## src/glyphTable.svh

```systemverilog
/* Glyph pattern table, one 4x4 mask per code with foreground and background colour
   Mask bit n is in-tile pixel n, a set bit selects the foreground */
`ifndef GLYPH_TABLE_SVH
`define GLYPH_TABLE_SVH

typedef struct packed {
	logic [15:0] mask;
	palIdxT fg;
	palIdxT bg;
} glyphEntryT;

localparam glyphEntryT GlyphTable [GlyphCount] = '{
	GlyphBlack:    '{16'h0000, PalBlack, PalBlack},
	GlyphBlue:     '{16'hFFFF, PalBlue, PalBlack},
	GlyphYellow:   '{16'hFFFF, PalYellow, PalBlack},
	// Trail pieces, edge drawn as foreground
	GlyphPathH:    '{16'hF00F, PalEdge, PalInner},
	GlyphPathV:    '{16'h9999, PalEdge, PalInner},
	GlyphCorner:   '{16'hF99F, PalEdge, PalInner},
	GlyphCornerLD: '{16'h988F, PalEdge, PalInner},
	GlyphCornerLU: '{16'hF889, PalEdge, PalInner},
	GlyphCornerRD: '{16'h911F, PalEdge, PalInner},
	GlyphCornerRU: '{16'hF119, PalEdge, PalInner},
	// Bike body is foreground, tires or empty space behind it
	GlyphBikeH1:   '{16'hEE00, PalBlue, PalBlack},
	GlyphBikeH2:   '{16'hFF00, PalBlue, PalBlack},
	GlyphBikeH3:   '{16'h7700, PalBlue, PalBlack},
	GlyphBikeH4:   '{16'h8888, PalBlue, PalTire},
	GlyphBikeH5:   '{16'hF00F, PalBlue, PalTire},
	GlyphBikeH6:   '{16'h1111, PalBlue, PalTire},
	GlyphBikeH7:   '{16'h00EE, PalBlue, PalBlack},
	GlyphBikeH8:   '{16'h00FF, PalBlue, PalBlack},
	GlyphBikeH9:   '{16'h0077, PalBlue, PalBlack},
	GlyphBikeV1:   '{16'hCCC0, PalBlue, PalBlack},
	GlyphBikeV2:   '{16'hF000, PalBlue, PalTire},
	GlyphBikeV3:   '{16'h3330, PalBlue, PalBlack},
	GlyphBikeV4:   '{16'hCCCC, PalBlue, PalBlack},
	GlyphBikeV5:   '{16'h9999, PalBlue, PalTire},
	GlyphBikeV6:   '{16'h3333, PalBlue, PalBlack},
	GlyphBikeV7:   '{16'h0CCC, PalBlue, PalBlack},
	GlyphBikeV8:   '{16'h000F, PalBlue, PalTire},
	GlyphBikeV9:   '{16'h0333, PalBlue, PalBlack}
};

`endif
```

## src/glyphPkg.sv

```systemverilog
/* Glyph codes, palette indices and the RGB palette for the light-cycle display */
package glyphPkg;

	typedef logic [7:0] glyphT;
	typedef logic [2:0] palIdxT;

	typedef struct packed {
		logic [7:0] r;
		logic [7:0] g;
		logic [7:0] b;
	} rgbT;

	// Solid squares
	localparam glyphT GlyphBlack = 8'd0;
	localparam glyphT GlyphBlue = 8'd1;
	localparam glyphT GlyphYellow = 8'd2;

	// Blue trail pieces
	localparam glyphT GlyphPathH = 8'd3;
	localparam glyphT GlyphPathV = 8'd4;
	localparam glyphT GlyphCorner = 8'd5;
	localparam glyphT GlyphCornerLD = 8'd6;
	localparam glyphT GlyphCornerLU = 8'd7;
	localparam glyphT GlyphCornerRD = 8'd8;
	localparam glyphT GlyphCornerRU = 8'd9;

	// Blue bike, 3x3 tiles, horizontal
	localparam glyphT GlyphBikeH1 = 8'd10;
	localparam glyphT GlyphBikeH2 = 8'd11;
	localparam glyphT GlyphBikeH3 = 8'd12;
	localparam glyphT GlyphBikeH4 = 8'd13;
	localparam glyphT GlyphBikeH5 = 8'd14;
	localparam glyphT GlyphBikeH6 = 8'd15;
	localparam glyphT GlyphBikeH7 = 8'd16;
	localparam glyphT GlyphBikeH8 = 8'd17;
	localparam glyphT GlyphBikeH9 = 8'd18;

	// Blue bike, vertical
	localparam glyphT GlyphBikeV1 = 8'd19;
	localparam glyphT GlyphBikeV2 = 8'd20;
	localparam glyphT GlyphBikeV3 = 8'd21;
	localparam glyphT GlyphBikeV4 = 8'd22;
	localparam glyphT GlyphBikeV5 = 8'd23;
	localparam glyphT GlyphBikeV6 = 8'd24;
	localparam glyphT GlyphBikeV7 = 8'd25;
	localparam glyphT GlyphBikeV8 = 8'd26;
	localparam glyphT GlyphBikeV9 = 8'd27;

	localparam int GlyphCount = 28;	// Codes at or above this draw black

	localparam palIdxT PalBlack = 3'd0;
	localparam palIdxT PalBlue = 3'd1;
	localparam palIdxT PalYellow = 3'd2;
	localparam palIdxT PalEdge = 3'd3;	// Trail outline
	localparam palIdxT PalInner = 3'd4;	// Trail body
	localparam palIdxT PalTire = 3'd5;

	localparam rgbT Palette [8] = '{
		'{8'd0, 8'd0, 8'd0},
		'{8'd0, 8'd0, 8'd255},
		'{8'd255, 8'd255, 8'd0},
		'{8'd0, 8'd162, 8'd230},
		'{8'd156, 8'd219, 8'd230},
		'{8'd127, 8'd127, 8'd127},
		'{8'd0, 8'd0, 8'd0},	// Spare entries
		'{8'd0, 8'd0, 8'd0}
	};

endpackage

```

## src/vgaPkg.sv

```systemverilog
/* Screen and map geometry for the tile renderer
   with the coordinate and Wishbone word types */
package vgaPkg;

	typedef logic [15:0] coordT;	// Screen coordinate
	typedef logic [15:0] wbAdrT;	// Map word address
	typedef logic [15:0] wbDatT;	// Map word

	// Tiles are square, 4 pixels a side
	localparam int TileSize = 4;

	// In-tile index, row * TileSize + column
	localparam int PixPosW = 4;

	// Default glyph map placement in video memory
	localparam int DefMapBase = 40000;
	localparam int DefMapCols = 160;	// Tiles per map row

endpackage

```

## src/shadeIf.sv

```systemverilog
/* Shade link between the render controller and the glyph shader */
`timescale 1ns/10ps

interface shadeIf import vgaPkg::*, glyphPkg::*; ();

	logic load;
	glyphT glyph;
	logic blank;	// Pixel outside the visible area
	logic [PixPosW-1:0] pixPos;	// From the address generator
	logic full;	// Output register cannot take a pixel

	modport ctrl (
		output load,
		output glyph,
		output blank,
		input full
	);

	modport shader (
		input load,
		input glyph,
		input blank,
		input pixPos,
		output full
	);

endinterface

```

## src/tileFetchIf.sv

```systemverilog
/* Tile fetch link between the render controller and the Wishbone read port */
`timescale 1ns/10ps

interface tileFetchIf import vgaPkg::*; ();

	logic start;	// One-cycle fetch request
	wbAdrT adr;	// From the address generator
	logic done;	// One cycle, data valid
	wbDatT data;

	modport ctrl (
		output start,
		input done,
		input data
	);

	modport port (
		input start,
		input adr,
		output done,
		output data
	);

endinterface

```

## src/tileRenderTop.sv

```systemverilog
/* Tile renderer top level
   Pixel request in, Wishbone map read out, shaded 24-bit pixel result out */
`timescale 1ns/10ps

module tileRenderTop import vgaPkg::*; #(
	parameter int MapBase = DefMapBase,
	parameter int MapCols = DefMapCols
) (
	input logic clk,
	input logic rst,
	input logic pixValid,
	output logic pixReady,
	input logic bright,
	input coordT hCount,
	input coordT vCount,
	output logic wbCyc,
	output logic wbStb,
	output wbAdrT wbAdr,
	input wbDatT wbDatI,
	input logic wbAck,
	output logic outValid,
	input logic outReady,
	output logic [7:0] outR,
	output logic [7:0] outG,
	output logic [7:0] outB
);

	tileFetchIf fetchBus ();
	shadeIf shadeBus ();

	logic capture;
	wbAdrT tileAdr;
	logic [PixPosW-1:0] tilePixPos;

	// Address generator outputs feed both links
	assign fetchBus.adr = tileAdr;
	assign shadeBus.pixPos = tilePixPos;

	renderCtrl ctrl_i (
		.clk(clk),
		.rst(rst),
		.pixValid(pixValid),
		.bright(bright),
		.pixReady(pixReady),
		.capture(capture),
		.fetch(fetchBus.ctrl),
		.shade(shadeBus.ctrl)
	);

	tileAddrGen #(
		.MapBase(MapBase),
		.MapCols(MapCols)
	) addrGen_i (
		.clk(clk),
		.capture(capture),
		.hCount(hCount),
		.vCount(vCount),
		.adr(tileAdr),
		.pixPos(tilePixPos)
	);

	wbReadPort wbPort_i (
		.clk(clk),
		.rst(rst),
		.wbDatI(wbDatI),
		.wbAck(wbAck),
		.wbCyc(wbCyc),
		.wbStb(wbStb),
		.wbAdr(wbAdr),
		.fetch(fetchBus.port)
	);

	glyphShader shader_i (
		.clk(clk),
		.rst(rst),
		.outReady(outReady),
		.outValid(outValid),
		.outR(outR),
		.outG(outG),
		.outB(outB),
		.shade(shadeBus.shader)
	);

endmodule

```

## src/renderCtrl.sv

```systemverilog
/* Render controller
   Accepts one pixel at a time, fetches its tile code and hands it to the shader */
`timescale 1ns/10ps

module renderCtrl import glyphPkg::*; (
	input logic clk,
	input logic rst,
	input logic pixValid,
	input logic bright,
	output logic pixReady,
	output logic capture,
	tileFetchIf.ctrl fetch,
	shadeIf.ctrl shade
);

	typedef enum logic [1:0] {
		Idle,
		Fetch,	// Waiting for the map word
		WaitShade	// Pixel ready, shader still busy
	} stateT;

	stateT state;
	stateT nextState;
	logic blankReg;

	assign capture = pixValid & pixReady;
	assign shade.blank = blankReg;
	assign shade.glyph = glyphT'(fetch.data[7:0]);	// Low byte carries the code
	assign shade.load = ~shade.full & ((state == Fetch && fetch.done) || state == WaitShade);

	always_comb begin
		nextState = state;
		case (state)
			Idle:
				if (capture)
					nextState = bright ? Fetch : WaitShade;
			Fetch:
				if (fetch.done)
					nextState = shade.full ? WaitShade : Idle;
			WaitShade:
				if (!shade.full)
					nextState = Idle;
			default:
				nextState = Idle;
		endcase
	end

	always_ff @(posedge clk) begin
		if (rst) begin
			state <= Idle;
			pixReady <= 1'b0;
			fetch.start <= 1'b0;
		end else begin
			state <= nextState;
			pixReady <= nextState == Idle;
			fetch.start <= capture & bright;	// Blank pixels skip the bus
		end
	end

	always_ff @(posedge clk) begin
		if (capture)
			blankReg <= ~bright;
	end

endmodule

```

## src/glyphShader.sv

```systemverilog
/* Glyph shader
   Picks the pattern colour of one tile pixel and holds it until the sink takes it */
`timescale 1ns/10ps

module glyphShader import glyphPkg::*; (
	input logic clk,
	input logic rst,
	input logic outReady,
	output logic outValid,
	output logic [7:0] outR,
	output logic [7:0] outG,
	output logic [7:0] outB,
	shadeIf.shader shade
);

	`include "glyphTable.svh"

	localparam int GlyphIdxW = $clog2(GlyphCount);

	glyphEntryT entry;
	palIdxT palSel;
	rgbT colour;
	logic known;

	always_comb begin
		known = shade.glyph < GlyphCount;
		entry = GlyphTable[0];
		if (known)
			entry = GlyphTable[shade.glyph[GlyphIdxW-1:0]];
		palSel = entry.mask[shade.pixPos] ? entry.fg : entry.bg;
		if (shade.blank || !known)
			palSel = PalBlack;	// Blanking and unknown codes
		colour = Palette[palSel];
	end

	// Free once the held pixel leaves this cycle
	assign shade.full = outValid & ~outReady;

	always_ff @(posedge clk) begin
		if (rst)
			outValid <= 1'b0;
		else if (shade.load)
			outValid <= 1'b1;
		else if (outReady)
			outValid <= 1'b0;
	end

	always_ff @(posedge clk) begin
		if (shade.load) begin
			outR <= colour.r;
			outG <= colour.g;
			outB <= colour.b;
		end
	end

endmodule

```

## src/wbReadPort.sv

```systemverilog
/* Wishbone classic read master
   One single read per fetch request, returns the map word with a done pulse */
`timescale 1ns/10ps

module wbReadPort import vgaPkg::*; (
	input logic clk,
	input logic rst,
	input wbDatT wbDatI,
	input logic wbAck,
	output logic wbCyc,
	output logic wbStb,
	output wbAdrT wbAdr,
	tileFetchIf.port fetch
);

	logic ackSeen;

	assign ackSeen = wbCyc & wbAck;

	always_ff @(posedge clk) begin
		if (rst) begin
			wbCyc <= 1'b0;
			wbStb <= 1'b0;
			fetch.done <= 1'b0;
		end else begin
			fetch.done <= ackSeen;	// Data is registered on the same edge
			if (fetch.start) begin
				wbCyc <= 1'b1;
				wbStb <= 1'b1;
			end else if (ackSeen) begin
				wbCyc <= 1'b0;
				wbStb <= 1'b0;
			end
		end
	end

	// Address held for the whole cycle, word kept until the next read
	always_ff @(posedge clk) begin
		if (fetch.start)
			wbAdr <= fetch.adr;
		if (ackSeen)
			fetch.data <= wbDatI;
	end

endmodule

```

## src/tileAddrGen.sv

```systemverilog
/* Tile address generator
   Holds the accepted pixel and forms its glyph map address and in-tile index */
`timescale 1ns/10ps

module tileAddrGen import vgaPkg::*; #(
	parameter int MapBase = DefMapBase,
	parameter int MapCols = DefMapCols
) (
	input logic clk,
	input logic capture,
	input coordT hCount,
	input coordT vCount,
	output wbAdrT adr,
	output logic [PixPosW-1:0] pixPos
);

	localparam int TileShift = $clog2(TileSize);

	coordT hReg;
	coordT vReg;
	coordT tileCol;
	coordT tileRow;

	always_ff @(posedge clk) begin
		if (capture) begin
			hReg <= hCount;
			vReg <= vCount;
		end
	end

	assign tileCol = hReg >> TileShift;
	assign tileRow = vReg >> TileShift;

	// Base + column + row * map width, wraps at 16 bits like the memory bus
	assign adr = wbAdrT'(MapBase) + tileCol + wbAdrT'(tileRow * MapCols);

	// Row in tile times TileSize plus column in tile
	assign pixPos = {vReg[TileShift-1:0], hReg[TileShift-1:0]};

endmodule

```

## config.mk

```make
export PLATFORM = sky130hd
export DESIGN_NAME = tileRenderTop
export DESIGN_NICKNAME = d
export VERILOG_FILES = /design/src/glyphPkg.sv /design/src/vgaPkg.sv /design/src/shadeIf.sv /design/src/tileFetchIf.sv /design/src/tileRenderTop.sv /design/src/renderCtrl.sv /design/src/glyphShader.sv /design/src/wbReadPort.sv /design/src/tileAddrGen.sv
export VERILOG_INCLUDE_DIRS = /design/src /design/src/src
export SDC_FILE = /design/constraint.sdc
export NUM_CORES = 1
export LEC_CHECK = 0
export BUFFER_PORTS_ARGS = -buffer_cell sky130_fd_sc_hd__buf_2
export CAP_MARGIN = 15
export CORE_ASPECT_RATIO = 1.25
export CORE_UTILIZATION = 50
export CTS_BUF_LIST = sky130_fd_sc_hd__clkbuf_4
export DETAILED_ROUTE_END_ITERATION = 10
export PLACE_DENSITY_LB_ADDON = 0.3
export SETUP_SLACK_MARGIN = 0.02
export SLEW_MARGIN = 10
export SYNTH_ARGS = -nofsm -noshare
export SYNTH_HDL_FRONTEND = slang
export SYNTH_SLANG_ARGS = --single-unit
```

## constraint.sdc

```tcl
create_clock -name clk -period 6.5 [get_ports clk]
set_input_delay 1.3 -clock clk [delete_from_list [all_inputs] [get_ports clk]]
set_output_delay 1.3 -clock clk [all_outputs]
set_load 0.03 [all_outputs]
```

==> flow_summary.ini <==
[timing]
fin_skew_ns = 0.0181
setup_viol = 0
period_minus_slack_ns = 3.45
whs_ns = 0.415
worst_pin_slew_ns = 0.922
post-route-period-util = 0.531
relSlewSlack = 0.383
setup_tns_ns = 0
setup_ws_ns = 3.05
fmax_mhz = 290
rsz0062_at_grt = no
final-hold-violation-count = 0
report.final.slew_viol_count = 0

[yosys]
synth.distinct_cells = 63
yosysMostFrequentCell = edfxtp_1
ys.flop_type = edfxtp_1
netlist_area_sq_um = 4320
synthTopCellsByArea = edfxtp_1, ha_1, buf_4, dfxtp_1, xnor2_1
ys_ff_latch = 70
synth_top_area_share = 0.438
synth.largest_area_cell = edfxtp_1
syn_area_per_cell_sq_um = 11.3
yosysWarnings = 0
async_reset_ff_frac = 0
synth_edf_count = 63
ys_seq_area_frac = 0.470
synthesis.nets = 481
synth_commonest_cells = edfxtp_1, ha_1, inv_1, nor2_1, a21oi_1
synth_cells = 382

[die]
initial_core_util = 0.522
die_h_um = 106
die_x_um = 85.2
design.core.area_sq_um = 8290
io_pins = 98
die_area_sq_um = 9020
num_rows = 37

[layout]
syn2layout_area_growth_pct = 11.6
n_antenna_cell = 0
final_net_count = 547
fin_cells = 550
fillCellCount = 714
fin_util = 0.582
drive_above_1_share = 0.256
final_area_sq_um = 4820

[pwr]
p_int_mw = 0.769
power.switching_mw = 0.278
power_leakage_nw = 2.03
switching_share = 0.266
combPwrFrac = 0.190
seq_power_share = 0.506
finalPower_mw = 1.05
power_density_nw_per_um2 = 217
pwr-share-clk = 0.304
peakVddDrop_mv = 0.189

[critical_path]
timing.rr.start = wbPort_i.fetch.data[1]
worst_path_max_delay_cell = edfxtp_1
path_class = reg -> reg
r2r_end = shader_i.outB[4]
worstPathRequired_ns = 6.69
critPathMaxStageDelay_ns = 0.71
critPathMaxFanout = 14
r2r_setup_slack_ns = 3.05
worst-path-buf-inv = 1
critPathTopFamily = compound AO/OA/AOI/OAI gates
cp-end-kind = flip-flop
critPathLaunchType = flip-flop
path_cells = inv_1 > ha_1 > mux2_2 > mux2i_1 > o21ai_0 > a41o_1 > o2bb2ai_1 > and2_1 > o31ai_1
r2r_cells = 9
crit_arrival_ns = 3.63

[place]
hpwl_mm = 6.18
pre_cts_ws_ns = 3.07
placed_area_sq_um = 4660
place_congestion = 0.878
place_inst = 534
io_buffers = 86

[global_routing]
grt_antenna_before_repair = 0
grt_usage = 0.200
grt_pass1_wl_mm = 13.7
grt_max_degree = 41
grt-ovfl-total = 0
grt_pass1_vias = 3006

[clocking]
clock-sinks = 70
cts_made_buffers = 9
clock_latency_ns = 0.44
postCtsResizedCells = 0
cts_buffer_depth = 2
clk_pin_slew_worst_paths_ns = 0.13
post_cts_buffers = 0
htreeDepth = 3
root_buffer = clkbuf_4
cts_tree = built
cts-hold-fix-buffers = 0

[worst_hold_path]
hp-class = reg -> reg
worstHoldEndpoint = wbPort_i.wbAdr[0]
holdPathStages = 0
hold_path_startpoint = addrGen_i.hReg[2]

[detailed_routing]
ant_nets = 0
firstDrtPassIters = 4
drc = 0
viasPerCell = 5.55
num_vias = 3051
avgRoutedWirePerCell_um = 15.2
wl_mm = 8.34
first_iter_violations = 136

[outcome]
status = completed

[run]
maxCapViolCount = 0
==> cells in the final DEF (no fill, tap or decap), types with 9 or more instances in the layout <==
cell type | Yosys | layout
nor2b_1 | 11 | 11
nor2_1 | 22 | 22
edfxtp_1 | 63 | 63
o21ai_0 | 14 | 14
clkbuf_4 | 0 | 9
inv_1 | 28 | 28
buf_2 | 7 | 86
a21oi_1 | 20 | 20
nand2_1 | 11 | 11
ha_1 | 43 | 43
xnor2_1 | 14 | 14
==> final cells by class <==
cell class,count,area (sq um),area share
clock buffer,9,67.6,0.0140
inverter,29,109,0.0226
timing repair buffer,89,453,0.0939
multi-input combinational,249,1940,0.403
sequential,70,2030,0.421
clock inverter,7,96.3,0.0200
tap,97,121,0.0252
==> routing by layer <==
| layer | up-vias | part of all wire | GRT usage |
|---|---|---|---|
| met5 | - | 0 | 0 |
| met4 | 0 | 0.026 | 0.0981 |
| met3 | 18 | 0.041 | 0.0551 |
| met2 | 92 | 0.53 | 0.347 |
| met1 | 1416 | 0.41 | 0.226 |
| li1 | 1525 | - | - |
==> how the worst max path moves through the flow <==
stage          cells after the start  slack, ns              startpoint                  to
5_1_grt                            9       2.78  wbPort_i.fetch.data[1]    shader_i.outB[4]
3_5_place_dp                       9       3.07  wbPort_i.fetch.data[1]    shader_i.outR[7]
2_1_floorplan                     12       3.32       addrGen_i.vReg[3]  wbPort_i.wbAdr[15]
4_1_cts                            9       3.05  wbPort_i.fetch.data[1]    shader_i.outR[7]
6_report                           9       3.05  wbPort_i.fetch.data[1]    shader_i.outB[4]
3_3_place_gp                       9       3.11  wbPort_i.fetch.data[1]    shader_i.outG[5]
==> logic make-up (layout without fill, tap and decap cells) <==
kind of cell	Yosys count	count (layout)	synth area share
buffers and inverters	63	134	0.0802
and+or+nand+nor	90	90	0.119
muxes	8	8	0.0197
AOI/OAI and AO/OA	89	89	0.143
xor gates and xnor gates	17	17	0.0344
DFF	70	70	0.470
adders and majority gates	45	45	0.134
==> power groups by stage <==
stage	Sequential (mW)	Combinational [mW]	Clock, mW
finish	0.530	0.198	0.319
global route	0.532	0.226	0.343
CTS	0.530	0.201	0.327
detailed placement	0.540	0.199	0
global placement	0.540	0.193	0
floorplan	0.546	0.149	0
==> sequential cells by signal, indices dropped and copies added, names as in the netlist <==
register             cells
addrGen_i.hReg          16
shader_i.outG            3
shader_i.outValid        1
wbPort_i.fetch.done      1
addrGen_i.vReg          13
shader_i.outB            3
ctrl_i.fetch.start       1
wbPort_i.fetch.data      8
shader_i.outR            3
wbPort_i.wbAdr          16
ctrl_i.pixReady          1
wbPort_i.wbCyc           1
ctrl_i.shade.blank       1
ctrl_i.state             2
==> worst reg2reg max path: stages, from the launching register on <==
cell       delay, ns
edfxtp_1        0.71
inv_1           0.30
ha_1            0.50
mux2_2          0.32
mux2i_1         0.16
o21ai_0         0.12
a41o_1          0.28
o2bb2ai_1       0.33
and2_1          0.36
o31ai_1         0.12
(Power assumes the default switching activity.)
